===== src/core_pkg.sv =====
package core_pkg;

    // architectural register file size
    localparam int NUM_REGS = 32;

    typedef logic [31:0] word_t;

    // register 0 reads as zero and is never marked pending
    typedef logic [4:0] reg_addr_t;

    // operation class, only what issue needs to see
    typedef enum logic [3:0] {
        ALU    = 4'd0,
        MULT   = 4'd1,
        DIV    = 4'd2,
        MFHI   = 4'd3,
        MFLO   = 4'd4,
        MTHI   = 4'd5,
        MTLO   = 4'd6,
        BRANCH = 4'd7,
        JUMP   = 4'd8
    } op_t;

    // control bits from decode
    // hitoreg / lotoreg mark a read of hi / lo into the gpr file
    typedef struct packed {
        op_t  op;
        logic regwrite;
        logic hiwrite;
        logic lowrite;
        logic hitoreg;
        logic lotoreg;
        logic branch;
        logic jump;
    } ctl_t;

    // one decoded instruction as it sits in the queue
    typedef struct packed {
        logic      valid;
        word_t     pc;
        word_t     raw_instr;
        word_t     imm;
        reg_addr_t ra1;
        reg_addr_t ra2;
        reg_addr_t rdst;
        ctl_t      ctl;
    } decode_data_t;

    // one issued instruction, sources replaced by operand values
    typedef struct packed {
        logic      valid;
        word_t     pc;
        word_t     raw_instr;
        word_t     imm;
        reg_addr_t rdst;
        ctl_t      ctl;
        word_t     rd1;
        word_t     rd2;
        // set on the instruction in a branch delay slot
        logic      is_slot;
    } issue_data_t;

endpackage


===== src/issue_pkg.sv =====
package issue_pkg;

    // instructions per cycle in and out
    localparam int ISSUE_WIDTH = 2;

    // total entries, split evenly over two banks
    localparam int QUEUE_DEPTH = 16;
    localparam int BANK_DEPTH  = QUEUE_DEPTH / 2;

    // global pointer width, lsb selects the bank
    localparam int PTR_W = $clog2(QUEUE_DEPTH);

    // two source reads per issue slot
    localparam int READ_PORTS = 2 * ISSUE_WIDTH;

    // writeback ports into the register file
    localparam int WB_PORTS = 2;

    // row inside one bank
    typedef logic [2:0] bank_idx_t;

    // occupancy, 0 to QUEUE_DEPTH inclusive
    typedef logic [4:0] count_t;

    // global queue position
    typedef logic [PTR_W-1:0] ptr_t;

    // number popped in one cycle, 0 to ISSUE_WIDTH
    typedef logic [$clog2(ISSUE_WIDTH+1)-1:0] pop_cnt_t;

endpackage


===== src/issue_if.sv =====
`timescale 1ns/1ps

// decode pair into the queue
interface decode_if;
    import core_pkg::*;
    import issue_pkg::*;

    // slot 0 older, valid[1] only together with valid[0]
    logic [ISSUE_WIDTH-1:0] valid;
    decode_data_t           data [ISSUE_WIDTH];
    // at least two free entries
    logic                   ready;
    logic                   flush;

    modport src (output valid, output data, output flush, input ready);
    modport dst (input valid, input data, input flush, output ready);
endinterface

// two oldest queue entries toward the selector
interface head_if;
    import core_pkg::*;
    import issue_pkg::*;

    logic [ISSUE_WIDTH-1:0] head_valid;
    decode_data_t           head [ISSUE_WIDTH];
    // entries leaving the head this cycle
    pop_cnt_t               pop_count;
    logic                   flush;

    modport queue  (output head_valid, output head, input pop_count, input flush);
    modport select (input head_valid, input head, output pop_count, input flush);
endinterface


===== src/issue_queue.sv =====
`timescale 1ns/1ps

module issue_queue (
    input  logic  clk,
    input  logic  arst_n,
    decode_if.dst dec,
    head_if.queue hd
);
    import core_pkg::*;
    import issue_pkg::*;

    // even bank holds global positions 0,2,4..; odd bank 1,3,5..
    decode_data_t even_bank [BANK_DEPTH];
    decode_data_t odd_bank  [BANK_DEPTH];

    ptr_t   head_ptr;
    ptr_t   tail_ptr;
    ptr_t   head_p1;
    ptr_t   tail_p1;
    count_t count;

    logic         push;
    count_t       push_n;
    logic         even_we;
    logic         odd_we;
    bank_idx_t    even_row;
    bank_idx_t    odd_row;
    decode_data_t even_wdata;
    decode_data_t odd_wdata;

    assign head_p1 = head_ptr + 1'b1;
    assign tail_p1 = tail_ptr + 1'b1;

    // pair accepted whenever ready, dropped on flush
    assign push   = dec.ready & dec.valid[0] & ~dec.flush;
    assign push_n = push ? count_t'(dec.valid[0]) + count_t'(dec.valid[1]) : '0;

    // older slot lands in the bank picked by the tail lsb
    always_comb begin
        if (!tail_ptr[0]) begin
            even_we    = push;
            even_row   = tail_ptr[PTR_W-1:1];
            even_wdata = dec.data[0];
            odd_we     = push & dec.valid[1];
            odd_row    = tail_p1[PTR_W-1:1];
            odd_wdata  = dec.data[1];
        end else begin
            odd_we     = push;
            odd_row    = tail_ptr[PTR_W-1:1];
            odd_wdata  = dec.data[0];
            even_we    = push & dec.valid[1];
            even_row   = tail_p1[PTR_W-1:1];
            even_wdata = dec.data[1];
        end
    end

    // one write port per bank
    always_ff @(posedge clk) begin
        if (even_we) begin
            even_bank[even_row] <= even_wdata;
        end
        if (odd_we) begin
            odd_bank[odd_row] <= odd_wdata;
        end
    end

    // one read port per bank, oldest first
    always_comb begin
        if (!head_ptr[0]) begin
            hd.head[0] = even_bank[head_ptr[PTR_W-1:1]];
            hd.head[1] = odd_bank[head_p1[PTR_W-1:1]];
        end else begin
            hd.head[0] = odd_bank[head_ptr[PTR_W-1:1]];
            hd.head[1] = even_bank[head_p1[PTR_W-1:1]];
        end
    end

    assign hd.head_valid[0] = (count != '0);
    assign hd.head_valid[1] = (count > count_t'(1));

    // room for a full pair
    assign dec.ready = (count_t'(QUEUE_DEPTH) - count) >= count_t'(ISSUE_WIDTH);

    // pointers wrap naturally at QUEUE_DEPTH
    always_ff @(posedge clk or negedge arst_n) begin
        if (!arst_n) begin
            head_ptr <= '0;
            tail_ptr <= '0;
            count    <= '0;
        end else if (dec.flush) begin
            head_ptr <= '0;
            tail_ptr <= '0;
            count    <= '0;
        end else begin
            head_ptr <= head_ptr + ptr_t'(hd.pop_count);
            tail_ptr <= tail_ptr + ptr_t'(push_n);
            count    <= count + push_n - count_t'(hd.pop_count);
        end
    end

endmodule


===== src/flat_wrapper.sv =====
// flat-port wrapper written by rule: the top's interface ports become plain ports
module issue_queue_flat import core_pkg::*; import issue_pkg::*;
  (clk, arst_n, dec_valid, dec_data, dec_flush, dec_ready, hd_head_valid, hd_head, hd_pop_count, hd_flush);
  decode_if dec_i ();
  head_if hd_i ();
  input  logic clk;
  input  logic arst_n;
  input wire logic [$bits(dec_i.valid)-1:0] dec_valid;
  input wire logic [$bits(dec_i.data)-1:0] dec_data;
  input wire logic [$bits(dec_i.flush)-1:0] dec_flush;
  output wire logic [$bits(dec_i.ready)-1:0] dec_ready;
  output wire logic [$bits(hd_i.head_valid)-1:0] hd_head_valid;
  output wire logic [$bits(hd_i.head)-1:0] hd_head;
  input wire logic [$bits(hd_i.pop_count)-1:0] hd_pop_count;
  input wire logic [$bits(hd_i.flush)-1:0] hd_flush;
  assign dec_i.valid = dec_valid;
  assign dec_i.data = {>>{dec_data}};
  assign dec_i.flush = dec_flush;
  assign dec_ready = dec_i.ready;
  assign hd_head_valid = hd_i.head_valid;
  assign hd_head = {>>{hd_i.head}};
  assign hd_i.pop_count = hd_pop_count;
  assign hd_i.flush = hd_flush;
  issue_queue u_core (.clk(clk), .arst_n(arst_n), .dec(dec_i), .hd(hd_i));
endmodule

===== config.mk =====
export PLATFORM = sky130hd
export DESIGN_NAME = issue_queue_flat
export DESIGN_NICKNAME = d
export VERILOG_FILES = /design/src/core_pkg.sv /design/src/issue_pkg.sv /design/src/issue_if.sv /design/src/issue_queue.sv /design/src/flat_wrapper.sv
export SDC_FILE = /design/constraint.sdc
export NUM_CORES = 2
export LEC_CHECK = 0
export BUFFER_PORTS_ARGS = -buffer_cell sky130_fd_sc_hd__buf_4
export CORE_ASPECT_RATIO = 1.1
export CORE_UTILIZATION = 56
export DETAILED_ROUTE_END_ITERATION = 8
export GPL_ROUTABILITY_DRIVEN = 0
export PLACE_DENSITY_LB_ADDON = 0.3
export SLEW_MARGIN = 15
export SYNTH_ARGS = -nofsm -noshare
export SYNTH_HDL_FRONTEND = slang
export SYNTH_SLANG_ARGS = --single-unit
export TNS_END_PERCENT = 10

===== constraint.sdc =====
create_clock -name clk -period 10.48 [get_ports clk]
set_input_delay 2.096 -clock clk [delete_from_list [all_inputs] [get_ports clk]]
set_output_delay 2.096 -clock clk [all_outputs]
set_load 0.01 [all_outputs]

==> reports/metrics.csv <==
stage;metric;value;unit
floorplanning;rows;156;
sta;fin_crit_sh;74.5;%
sta;setup_violations;0;
synthesis;avgSynthCellArea;19.7;µm²
worst_setup_path;path_cells;ha_4 -> buf_12 -> or3_4 -> buf_4 -> o22ai_1 -> a2111o_1 -> buf_4;
sta;tightest_slew;1.59;ns
layout;nFillCells;11041;
layout;layout_common_cells;edfxtp_1 (1968), mux4_2 (739), mux2i_1 (735);
synthesis;synth_warnings;0;
pwr;swShare;27.7;%
clocking;clkTransAtPathRegs;0.06;ns
worst_setup_path;start_kind;flip-flop;
synthesis;netlist.area_leader.share;63.9;%
clocking;cts.sinks;1981;
worst_setup_path;critical_path_buf_inv_count;3;
worst_setup_path;cp_common_cell;buf_4;
placed_design;dpl_cell_area;98600;µm²
worst_setup_path;critPathKind;flip-flop to output port;
synthesis;synth_cell_types;44;
pwr;p_seq_share;44.2;%
clocking;cts_resized;0;
run;drv_cap;0;
sta;hold_viol;0;
clocking;cts-root-buf;clkbuf_16;
pwr;pwr-share-clk;32.1;%
placed_design;dpl.cell_count;7155;
layout;syn_to_final_growth;13.2;%
worst_setup_path;required;8.38;ns
clocking;numCtsBuffers;193;
grt;grt_pass1_wl;371000;µm
pwr;p_leak;33.0;nW
sta;relSlewSlack;-6.15;%
worst_setup_path;cp_max_fo;74;
clocking;cts_buffer_depth;3;
detailed_routing;route.detailed.drc;0;
outcome;status;complete, but fails checks;
pwr;peakVddDrop;0.163;mV
detailed_routing;wl_per_cell;34.5;µm
layout;layout.cells.non_filler;7515;
grt;antenna_found_initial;17;
detailed_routing;drtPass1Iterations;8;
detailed_routing;routed_wl;260000;µm
clocking;clk_latency;0.86;ns
worst_hold_path;hold_class;flip-flop to flip-flop;
grt;grt_pass1_vias;54889;
placed_design;dp_hpwl;143000;µm
synthesis;synth_area_leaders;edfxtp_1 (64%), mux4_2 (18%), mux2i_1 (8.0%), mux2_2 (3.0%), o22ai_1 (2.5%);
layout;drive_gt1_share;35.6;%
clocking;postCtsSetupBuffers;0;
pwr;power_density;197;nW/µm²
sta;grt_setup_unrepaired;no;
clocking;tritoncts;done;
outcome;violations;max-slew violations;
layout;final_common_cell;edfxtp_1;
detailed_routing;viasPerCell;7.14;
worst_setup_path;critPathMaxStageDelay;0.97;ns
synthesis;syn_area;92400;µm²
detailed_routing;drt_iter0_markers;6991;
floorplanning;die-area;167000;µm²
clocking;cts-htree-levels;4;
worst_setup_path;endpoint_kind;output port;
synthesis;ys_seq_area_share;64.3;%
floorplanning;start_util;56.3;%
worst_setup_path;crit_path_top_delay_cell;or3_4;
floorplanning;die_x;389;µm
sta;fin_skew;0.0313;ns
sta;period_needed;7.81;ns
synthesis;syn_nets;4975;
placed_design;port_buffers;501;
synthesis;syn_inst;4697;
floorplanning;core_region_area;164000;µm²
synthesis;ys_ff_latch;1981;
pwr;power_switching;5.73;mW
sta;drv_slew;55;
detailed_routing;drtAntennaViolNets;0;
floorplanning;io_pins;503;
pwr;p_int;14.9;mW
clocking;hold_buffers;0;
worst_setup_path;worst_ep_arrival_time;5.71;ns
detailed_routing;num_vias;53677;
layout;final_cell_area;105000;µm²
sta;fmax;0.128;GHz
synthesis;synth_top_cell_by_area;edfxtp_1;
layout;fin_nets;5416;
pwr;p_comb_share;23.7;%
grt;track_usage;31.1;%
pwr;total_power;20.7;mW
grt;grt_max_degree;144;
grt;overflow;0;
floorplanning;die_h;428;µm
worst_setup_path;cpLargestDelayFamily;buffers and inverters;
==> sequential cells by signal, summed over array words and instances, names as in the netlist <==
| name | cells |
|---|---|
| u_core.odd_bank | 984 |
| u_core.tail_ptr | 4 |
| u_core.count | 5 |
| u_core.head_ptr | 4 |
| u_core.even_bank | 984 |
==> cells in the mapped netlist <==
cell type  number
o31ai_1         1
o21bai_1        1
nand4_1         2
buf_2         149
nor4_1          1
o2111ai_1       1
buf_6           1
inv_1          18
nand2b_1        2
dfrtp_1        13
xnor2_1         7
nand3_1         4
and2_1          1
fa_1            4
a311o_1         1
nor3_1         15
mux2_2        247
o31a_1          1
clkbuf_1      180
buf_4           3
a21o_1          1
inv_2           1
ha_1           20
o22a_1          1
a32oi_1         1
a2111o_1      122
a21boi_1        1
o22ai_1       366
nand2_1         5
nor2b_1         8
buf_1          38
o211ai_1        1
nor2_1         14
o21ai_0         5
or3_1           3
xor2_1          4
a21bo_2         1
mux2i_1       735
nand3b_1        3
mux4_2        739
o211a_1         1
nand4_2         1
edfxtp_1     1968
a21oi_1         6
==> power by group through the flow <==
stage	Clock (mW)	Combinational [mW]	Sequential [mW]
after floorplan	0	3.19	9.27
after global placement	0	4.81	9.27
after detailed placement	0	4.87	9.29
after CTS	6.70	4.89	9.12
after global routing	7.01	5.14	9.14
final	6.64	4.90	9.12
==> layer usage <==
layer / wire length [µm] / up-vias / GRT usage [%]
li1: - / 21277 / -
met1: 97100 / 28279 / 42.8
met2: 124000 / 3517 / 48.9
met3: 28200 / 590 / 6.65
met4: 10100 / 14 / 12.2
met5: 92 / - / 0
==> layout make-up <==
| class | instances | area, µm² | area share, % |
|---|---|---|---|
| timing repair buffer | 617 | 4820 | 4.60 |
| sequential | 1981 | 59400 | 56.8 |
| antenna | 8 | 20.0 | 0.0191 |
| inverter | 19 | 71.3 | 0.0681 |
| multi-input combinational | 2326 | 31500 | 30.1 |
| clock inverter | 114 | 1000 | 0.957 |
| tap | 2212 | 2770 | 2.64 |
| clock buffer | 238 | 5050 | 4.82 |
==> per-stage QoR <==
| step | TNS [ns] | util [%] | setup slack, ns | hold WS (ns) |
|---|---|---|---|---|
| after floorplan | -1594.65 | - | -1.15 | 0.558 |
| after global placement | 0 | 60.1 | 3.62 | 0.593 |
| after detailed placement | 0 | 60.1 | 3.55 | 0.603 |
| after CTS | 0 | 63.8 | 2.63 | 0.622 |
| after global routing | 0 | 63.8 | 2.43 | 0.647 |
| final | 0 | 63.8 | 2.67 | 0.623 |
==> final timing paths <==
check,to,cells after the start,slack [ns],start
max in group asynchronous,u_core.head_ptr[0],1,9.21,arst_n
hold / removal,u_core.tail_ptr[3],2,0.62,u_core.tail_ptr[3]
hold reg to reg,u_core.tail_ptr[3],2,0.62,u_core.tail_ptr[3]
setup / recovery,hd_head[80],7,2.67,u_core.head_ptr[1]
setup reg to reg,u_core.even_bank[4][78],9,5.97,u_core.count[2]
min in group asynchronous,u_core.tail_ptr[0],1,1.07,arst_n
==> cells by family after synthesis <==
kind of cell | count (synthesis) | share of synthesized area (%)
AO/OA/AOI/OAI | 511 | 4.13
AND/OR/NAND/NOR | 59 | 0.333
adder cells (fa/ha/maj) | 24 | 0.357
buffers and inverters | 390 | 1.81
multiplexers | 1721 | 29.0
flip-flops | 1981 | 64.3
XOR/XNOR | 11 | 0.104
==> worst min-delay path, cell delays in order, from the launching register on <==
cell and delay, ns:
dfrtp_1 0.41, xnor2_1 0.14, nor2_1 0.04
Note: power is estimated with default switching activity, not from simulation.
