==> src/core_pkg.sv <==
package core_pkg;

    // architectural register file size
    localparam int NUM_REGS = 32;

    typedef logic [31:0] word_t;

    // register 0 reads as zero and is never marked pending
    typedef logic [4:0] reg_addr_t;

    // operation class, only what issue needs to see
    typedef enum logic [3:0] {
        ALU    = 4'd0,
        MULT   = 4'd1,
        DIV    = 4'd2,
        MFHI   = 4'd3,
        MFLO   = 4'd4,
        MTHI   = 4'd5,
        MTLO   = 4'd6,
        BRANCH = 4'd7,
        JUMP   = 4'd8
    } op_t;

    // control bits from decode
    // hitoreg / lotoreg mark a read of hi / lo into the gpr file
    typedef struct packed {
        op_t  op;
        logic regwrite;
        logic hiwrite;
        logic lowrite;
        logic hitoreg;
        logic lotoreg;
        logic branch;
        logic jump;
    } ctl_t;

    // one decoded instruction as it sits in the queue
    typedef struct packed {
        logic      valid;
        word_t     pc;
        word_t     raw_instr;
        word_t     imm;
        reg_addr_t ra1;
        reg_addr_t ra2;
        reg_addr_t rdst;
        ctl_t      ctl;
    } decode_data_t;

    // one issued instruction, sources replaced by operand values
    typedef struct packed {
        logic      valid;
        word_t     pc;
        word_t     raw_instr;
        word_t     imm;
        reg_addr_t rdst;
        ctl_t      ctl;
        word_t     rd1;
        word_t     rd2;
        // set on the instruction in a branch delay slot
        logic      is_slot;
    } issue_data_t;

endpackage

==> src/issue_pkg.sv <==
package issue_pkg;

    // instructions per cycle in and out
    localparam int ISSUE_WIDTH = 2;

    // total entries, split evenly over two banks
    localparam int QUEUE_DEPTH = 16;
    localparam int BANK_DEPTH  = QUEUE_DEPTH / 2;

    // global pointer width, lsb selects the bank
    localparam int PTR_W = $clog2(QUEUE_DEPTH);

    // two source reads per issue slot
    localparam int READ_PORTS = 2 * ISSUE_WIDTH;

    // writeback ports into the register file
    localparam int WB_PORTS = 2;

    // row inside one bank
    typedef logic [2:0] bank_idx_t;

    // occupancy, 0 to QUEUE_DEPTH inclusive
    typedef logic [4:0] count_t;

    // global queue position
    typedef logic [PTR_W-1:0] ptr_t;

    // number popped in one cycle, 0 to ISSUE_WIDTH
    typedef logic [$clog2(ISSUE_WIDTH+1)-1:0] pop_cnt_t;

endpackage

==> src/issue_if.sv <==


// two oldest queue entries toward the selector
interface head_if;
    import core_pkg::*;
    import issue_pkg::*;

    logic [ISSUE_WIDTH-1:0] head_valid;
    decode_data_t           head [ISSUE_WIDTH];
    // entries leaving the head this cycle
    pop_cnt_t               pop_count;
    logic                   flush;

    modport queue  (output head_valid, output head, input pop_count, input flush);
    modport select (input head_valid, input head, output pop_count, input flush);
endinterface

==> src/issue_select.sv <==
`timescale 1ns/1ps

module issue_select (
    input  logic                               clk,
    input  logic                               arst_n,
    head_if.select                             hd,
    input  logic                               stall,
    output core_pkg::reg_addr_t                rf_raddr [issue_pkg::READ_PORTS],
    input  core_pkg::word_t                    rf_rdata [issue_pkg::READ_PORTS],
    input  logic [issue_pkg::READ_PORTS-1:0]   rf_ready,
    output logic [issue_pkg::ISSUE_WIDTH-1:0]  set_en,
    output core_pkg::reg_addr_t                set_addr [issue_pkg::ISSUE_WIDTH],
    output logic [issue_pkg::ISSUE_WIDTH-1:0]  iss_valid,
    output core_pkg::issue_data_t              iss_data [issue_pkg::ISSUE_WIDTH]
);
    import core_pkg::*;
    import issue_pkg::*;

    // i0 older, i1 younger
    decode_data_t i0;
    decode_data_t i1;

    logic [ISSUE_WIDTH-1:0] ops_ready;
    logic [ISSUE_WIDTH-1:0] go;
    logic                   br0;
    logic                   br1;
    logic                   raw_dep;
    logic                   muldiv_pair;
    logic                   hilo_dep;
    logic                   pair_ok;
    issue_data_t            rec [ISSUE_WIDTH];

    function automatic logic is_muldiv(input op_t op);
        return (op == MULT) || (op == DIV);
    endfunction

    assign i0 = hd.head[0];
    assign i1 = hd.head[1];

    // ra1 on even read ports, ra2 on odd
    always_comb begin
        for (int s = 0; s < ISSUE_WIDTH; s++) begin
            rf_raddr[2*s]   = hd.head[s].ra1;
            rf_raddr[2*s+1] = hd.head[s].ra2;
            ops_ready[s]    = rf_ready[2*s] & rf_ready[2*s+1];
        end
    end

    assign br0 = i0.ctl.branch | i0.ctl.jump;
    assign br1 = i1.ctl.branch | i1.ctl.jump;

    // younger reads older's result, r0 carries no dependency
    assign raw_dep = i0.ctl.regwrite && (i0.rdst != '0)
                     && ((i0.rdst == i1.ra1) || (i0.rdst == i1.ra2));

    // single mul/div unit
    assign muldiv_pair = is_muldiv(i0.ctl.op) && is_muldiv(i1.ctl.op);

    assign hilo_dep = (i0.ctl.hiwrite && i1.ctl.hitoreg)
                      || (i0.ctl.lowrite && i1.ctl.lotoreg);

    // a delay slot may read the link register of its branch
    assign pair_ok = hd.head_valid[1] && ops_ready[1]
                     && !(raw_dep && !br0)
                     && !muldiv_pair
                     && !hilo_dep
                     && !br1;

    // branch waits until its slot can go with it
    assign go[0] = hd.head_valid[0] && ops_ready[0] && !stall && !hd.flush
                   && (!br0 || pair_ok);
    assign go[1] = go[0] && pair_ok;

    assign hd.pop_count = pop_cnt_t'(go[0]) + pop_cnt_t'(go[1]);

    // scoreboard marks destinations of what leaves now
    always_comb begin
        for (int s = 0; s < ISSUE_WIDTH; s++) begin
            set_en[s]   = go[s] && hd.head[s].ctl.regwrite && (hd.head[s].rdst != '0);
            set_addr[s] = hd.head[s].rdst;
        end
    end

    // issued records with operand values
    always_comb begin
        for (int s = 0; s < ISSUE_WIDTH; s++) begin
            rec[s].valid     = go[s];
            rec[s].pc        = hd.head[s].pc;
            rec[s].raw_instr = hd.head[s].raw_instr;
            rec[s].imm       = hd.head[s].imm;
            rec[s].rdst      = hd.head[s].rdst;
            rec[s].ctl       = hd.head[s].ctl;
            rec[s].rd1       = rf_rdata[2*s];
            rec[s].rd2       = rf_rdata[2*s+1];
            rec[s].is_slot   = 1'b0;
        end
        // slot 1 behind a branch is its delay slot
        rec[1].is_slot = br0;
    end

    // holds during stall, clears on flush
    always_ff @(posedge clk or negedge arst_n) begin
        if (!arst_n) begin
            iss_valid <= '0;
        end else if (hd.flush) begin
            iss_valid <= '0;
        end else if (!stall) begin
            iss_valid <= go;
        end
    end

    always_ff @(posedge clk) begin
        if (!stall) begin
            iss_data <= rec;
        end
    end

endmodule

==> src/flat_wrapper.sv <==
// flat-port wrapper written by rule: the top's interface ports become plain ports
module issue_select_flat import core_pkg::*; import issue_pkg::*;
  (clk, arst_n, stall, rf_raddr, rf_rdata, rf_ready, set_en, set_addr, iss_valid, iss_data, hd_head_valid, hd_head, hd_pop_count, hd_flush);
  head_if hd_i ();
  input  logic clk;
  input  logic arst_n;
  input  logic stall;
  output core_pkg::reg_addr_t rf_raddr[issue_pkg::READ_PORTS];
  input  core_pkg::word_t rf_rdata[issue_pkg::READ_PORTS];
  input  logic [issue_pkg::READ_PORTS-1:0] rf_ready;
  output logic [issue_pkg::ISSUE_WIDTH-1:0] set_en;
  output core_pkg::reg_addr_t set_addr[issue_pkg::ISSUE_WIDTH];
  output logic [issue_pkg::ISSUE_WIDTH-1:0] iss_valid;
  output core_pkg::issue_data_t iss_data[issue_pkg::ISSUE_WIDTH];
  input wire logic [$bits(hd_i.head_valid)-1:0] hd_head_valid;
  input wire logic [$bits(hd_i.head)-1:0] hd_head;
  output wire logic [$bits(hd_i.pop_count)-1:0] hd_pop_count;
  input wire logic [$bits(hd_i.flush)-1:0] hd_flush;
  assign hd_i.head_valid = hd_head_valid;
  assign hd_i.head = {>>{hd_head}};
  assign hd_pop_count = hd_i.pop_count;
  assign hd_i.flush = hd_flush;
  issue_select u_core (.clk(clk), .arst_n(arst_n), .hd(hd_i), .stall(stall), .rf_raddr(rf_raddr), .rf_rdata(rf_rdata), .rf_ready(rf_ready), .set_en(set_en), .set_addr(set_addr), .iss_valid(iss_valid), .iss_data(iss_data));
endmodule
==> config.mk <==
export PLATFORM = sky130hd
export DESIGN_NAME = issue_select_flat
export DESIGN_NICKNAME = d
export VERILOG_FILES = /design/src/core_pkg.sv /design/src/issue_pkg.sv /design/src/issue_if.sv /design/src/issue_select.sv /design/src/flat_wrapper.sv
export SDC_FILE = /design/constraint.sdc
export NUM_CORES = 1
export LEC_CHECK = 0
export BUFFER_PORTS_ARGS = -buffer_cell sky130_fd_sc_hd__buf_2
export CAP_MARGIN = 20
export CORE_AREA = 2 2 303 305
export DETAILED_ROUTE_END_ITERATION = 16
export DIE_AREA = 0 0 305 307
export GPL_TIMING_DRIVEN = 0
export SKIP_CTS_REPAIR_TIMING = 1
export SLEW_MARGIN = 25
export SYNTH_ARGS = -nofsm -noshare
export SYNTH_HDL_FRONTEND = slang
export SYNTH_SLANG_ARGS = --single-unit
==> constraint.sdc <==
create_clock -name clk -period 1.8 [get_ports clk]
set_clock_uncertainty 0.05 [all_clocks]
set_input_delay 0.27 -clock clk [delete_from_list [all_inputs] [get_ports clk]]
set_output_delay 0.27 -clock clk [all_outputs]
set_load 0.01 [all_outputs]
==> impl_results.md <==
* Status: finished with violations
* Violated checks: negative hold slack, negative setup slack
* First drt pass iteration count at 4
* CP endpoint kind: output pin
* Vias in the first global route at 7,609
* Die Footprint at between 0.09 and 0.1 mm^2
* CTS max path bufs at 3
* Total wire length at 46,700 um
* Yosys top cell by area: edfxtp_1
* Seq/Total Area, Yosys at approximately 95%
* Final WS setup at -0.108 ns
* Area of the multi-input gates at 380 um^2
* Setup Slack @ Placement at -1.03 ns
* DR WL/cell at 16.4 um
* Critical path type: input pin to output pin
* Die Wd at roughly 300 um
* Global-route wire length before repair at 54,500 um
* WHS at -0.173 ns
* Seq. cell area at between 0.01 and 0.015 mm^2
* DR iter-0 viols at 460
* RR Endpoint: u_core.iss_valid[1]
* CP max FO at 4
* CTS Sinks at 357
* Final Max Slew Viols at 0
* Syn Nets at 822
* Register bit total from synthesis at 357
* Cts bufs inserted at 41
* Area growth from synthesis to layout at 94.3%
* Synth top area share at 94.3%
* Uppermost layer routed: met4
* Min-delay worst type: input pin to register
* Global Route Usage Sum at 8.33%
* Max-cap violations at 0
* DR WL met3 at 5550 um
* Vias per cell at 3.16
* Endpoint, Worst Hold: u_core.iss_data[65]
* # DRC at 0
* R2r startpoint: u_core.iss_valid[1]
* Synth Cell Area at between 0.01 and 0.015 mm^2
* Met2 Wirelength at 22,200 um
* Final min period at 1.91 ns
* Fillers at a little over 9,000
* Cell count after synthesis at between 400 and 500
* H-tree levels at 2
* Rows at 111
* Yosys warns at 0
* Starting Density at 12.5%
* Pwr per Cell Area at 969 mW/mm^2
* CP Launch Type: input pin
* # setup viols final at 4
* Vias at roughly 9,000
* Largest net degree at the start of global routing at 37
* CTS tree: yes
* DRT antenna net count at 0
* Congestion Overflow GR at 0
* DIE HEIGHT at 307 um
* Fmax achieved at between 0.5 and 0.6 GHz
* Hold depth at 1
* Final TNS setup at -0.264 ns
* RSZ-0062 raised after global routing: yes
* Met1 wire length at 17,200 um
* Post-synth cell types at 32
* # IOs at 776
* Total Power at 21,300 uW
* Clk pin slew, worst setup/hold paths at 0.06 ns
* Detailed Place HPWL at 34,300 um
* Fin. Hold Viols at 1
* Hold Path Origin: hd_head[0]
* Reg2reg path depth at 4
* Final worst-path cycle share at 106%
* Clock latency on the worst-skew pair at 0.57 ns
* Worst path required time at 1.48 ns
* Pleak at 0.00910 uW
* Mean Syn Cell Area at about 26 um^2
* Peak VDD IR at 0.000832 V
* I/O Buffers at 762
* Share of layout cells above drive strength 1 at 53.8%
* Worst EP arrival at 1.59 ns
* Final net count at ~2,000
* RD Place Congestion at 0.801
* Synth area leaders: edfxtp_1, buf_4, xnor2_1
* Core Area at 0.0907 mm^2
* Flop-to-flop setup slack at 0.26 ns
* Antenna violations before repair at 7
* Root Driver: clkbuf_16
## critical path, stage by stage
cell	delay, ns
buf_12	0.11
or4_4	0.54
o21ai_4	0.23
nor2_4	0.07
a211oi_2	0.21
buf_2	0.16
## registers in the layout, indices dropped and copies added, names as in the netlist
name and cells:
u_core.iss_data 355, u_core.iss_valid 2
## per-layer routing
| layer | vias to the layer above | track usage (%) |
|---|---|---|
| met1 | 4211 | 9.20 |
| li1 | 4092 | - |
| met2 | 587 | 13.4 |
| met4 | 0 | 3.78 |
| met3 | 92 | 4.24 |
| met5 | - | 0 |
## layout make-up
cell class | instances | share of cell area [%]
clock buffer | 46 | 4.95
multi-input combinational | 48 | 1.73
antenna | 2 | 0.0228
sequential | 357 | 48.8
inverter | 1 | 0.0342
tap | 1186 | 6.76
timing repair inverter | 1 | 0.0228
clock inverter | 29 | 1.29
timing repair buffer | 1139 | 35.3
buffer | 32 | 1.08
## power breakdown
part | switching (uW) | internal (uW)
clock | 3460 | 5080
combinational | 1280 | 1360
sequential | 220 | 9880
total | 4960 | 16300
## worst max-delay path by stage
stage | start | cells after the start | end | slack (ns)
after CTS | stall | 9 | u_core.iss_data[26] | -0.36
after floorplan | stall | 1 | u_core.iss_data[0] | -4.15
after global routing | hd_head[138] | 6 | set_en[1] | -0.16
after global placement | stall | 2 | u_core.iss_data[172] | -6.89
after detailed placement | stall | 9 | u_core.iss_data[26] | -1.03
final | hd_head[138] | 6 | set_en[1] | -0.11
## per-stage QoR
stage                     std cells  area, um^2  util [%]
final                          2841       22000      24.2
after global routing           2841       22000      24.2
after CTS                      2473       18200      20.1
after detailed placement       2398       16900      18.6
after global placement         2386       16600      18.3
after floorplan                 438       11300         -
## cells in the mapped netlist
| cell type | number |
|---|---|
| a211oi_1 | 1 |
| a211oi_2 | 1 |
| a21boi_1 | 1 |
| a21o_1 | 1 |
| a21oi_1 | 2 |
| a221oi_2 | 1 |
| and4bb_1 | 1 |
| buf_2 | 1 |
| buf_4 | 31 |
| conb_1 | 1 |
| dfrtp_1 | 2 |
| edfxtp_1 | 355 |
| inv_1 | 1 |
| nand2_1 | 6 |
| nand3_1 | 3 |
| nand3b_1 | 1 |
| nand3b_2 | 1 |
| nand4_1 | 1 |
| nor2_1 | 2 |
| nor2_2 | 1 |
| nor3_1 | 2 |
| nor3b_1 | 1 |
| nor4_1 | 1 |
| o21ai_1 | 2 |
| o21ai_4 | 1 |
| o22ai_1 | 1 |
| or2_0 | 1 |
| or3b_1 | 1 |
| or4_1 | 1 |
| or4_4 | 1 |
| xnor2_1 | 10 |
| xor2_1 | 2 |
## cell usage in the layout (no fill, tap or decap), types with 3 or more instances in the layout
master / netlist / routed
buf_2: 1 / 758
dlygate4sd3_1: 0 / 356
edfxtp_1: 355 / 355
clkbuf_16: 0 / 44
buf_4: 31 / 41
xnor2_1: 10 / 10
clkinv_1: 0 / 10
buf_12: 0 / 8
nand2_1: 6 / 6
clkinvlp_4: 0 / 6
clkinv_2: 0 / 6
bufinv_16: 0 / 5
buf_16: 0 / 4
nand3_1: 3 / 3
clkbuf_1: 0 / 3
buf_6: 0 / 3
## logic make-up after synthesis
logic type             share of synthesized area (%)
AO/OA/AOI/OAI                                  0.819
XOR/XNOR                                       0.930
buffers and inverters                           2.14
flip-flops                                      94.8
other                                         0.0332
AND/OR/NAND/NOR                                 1.30
Power figures use the tool's default switching activity.
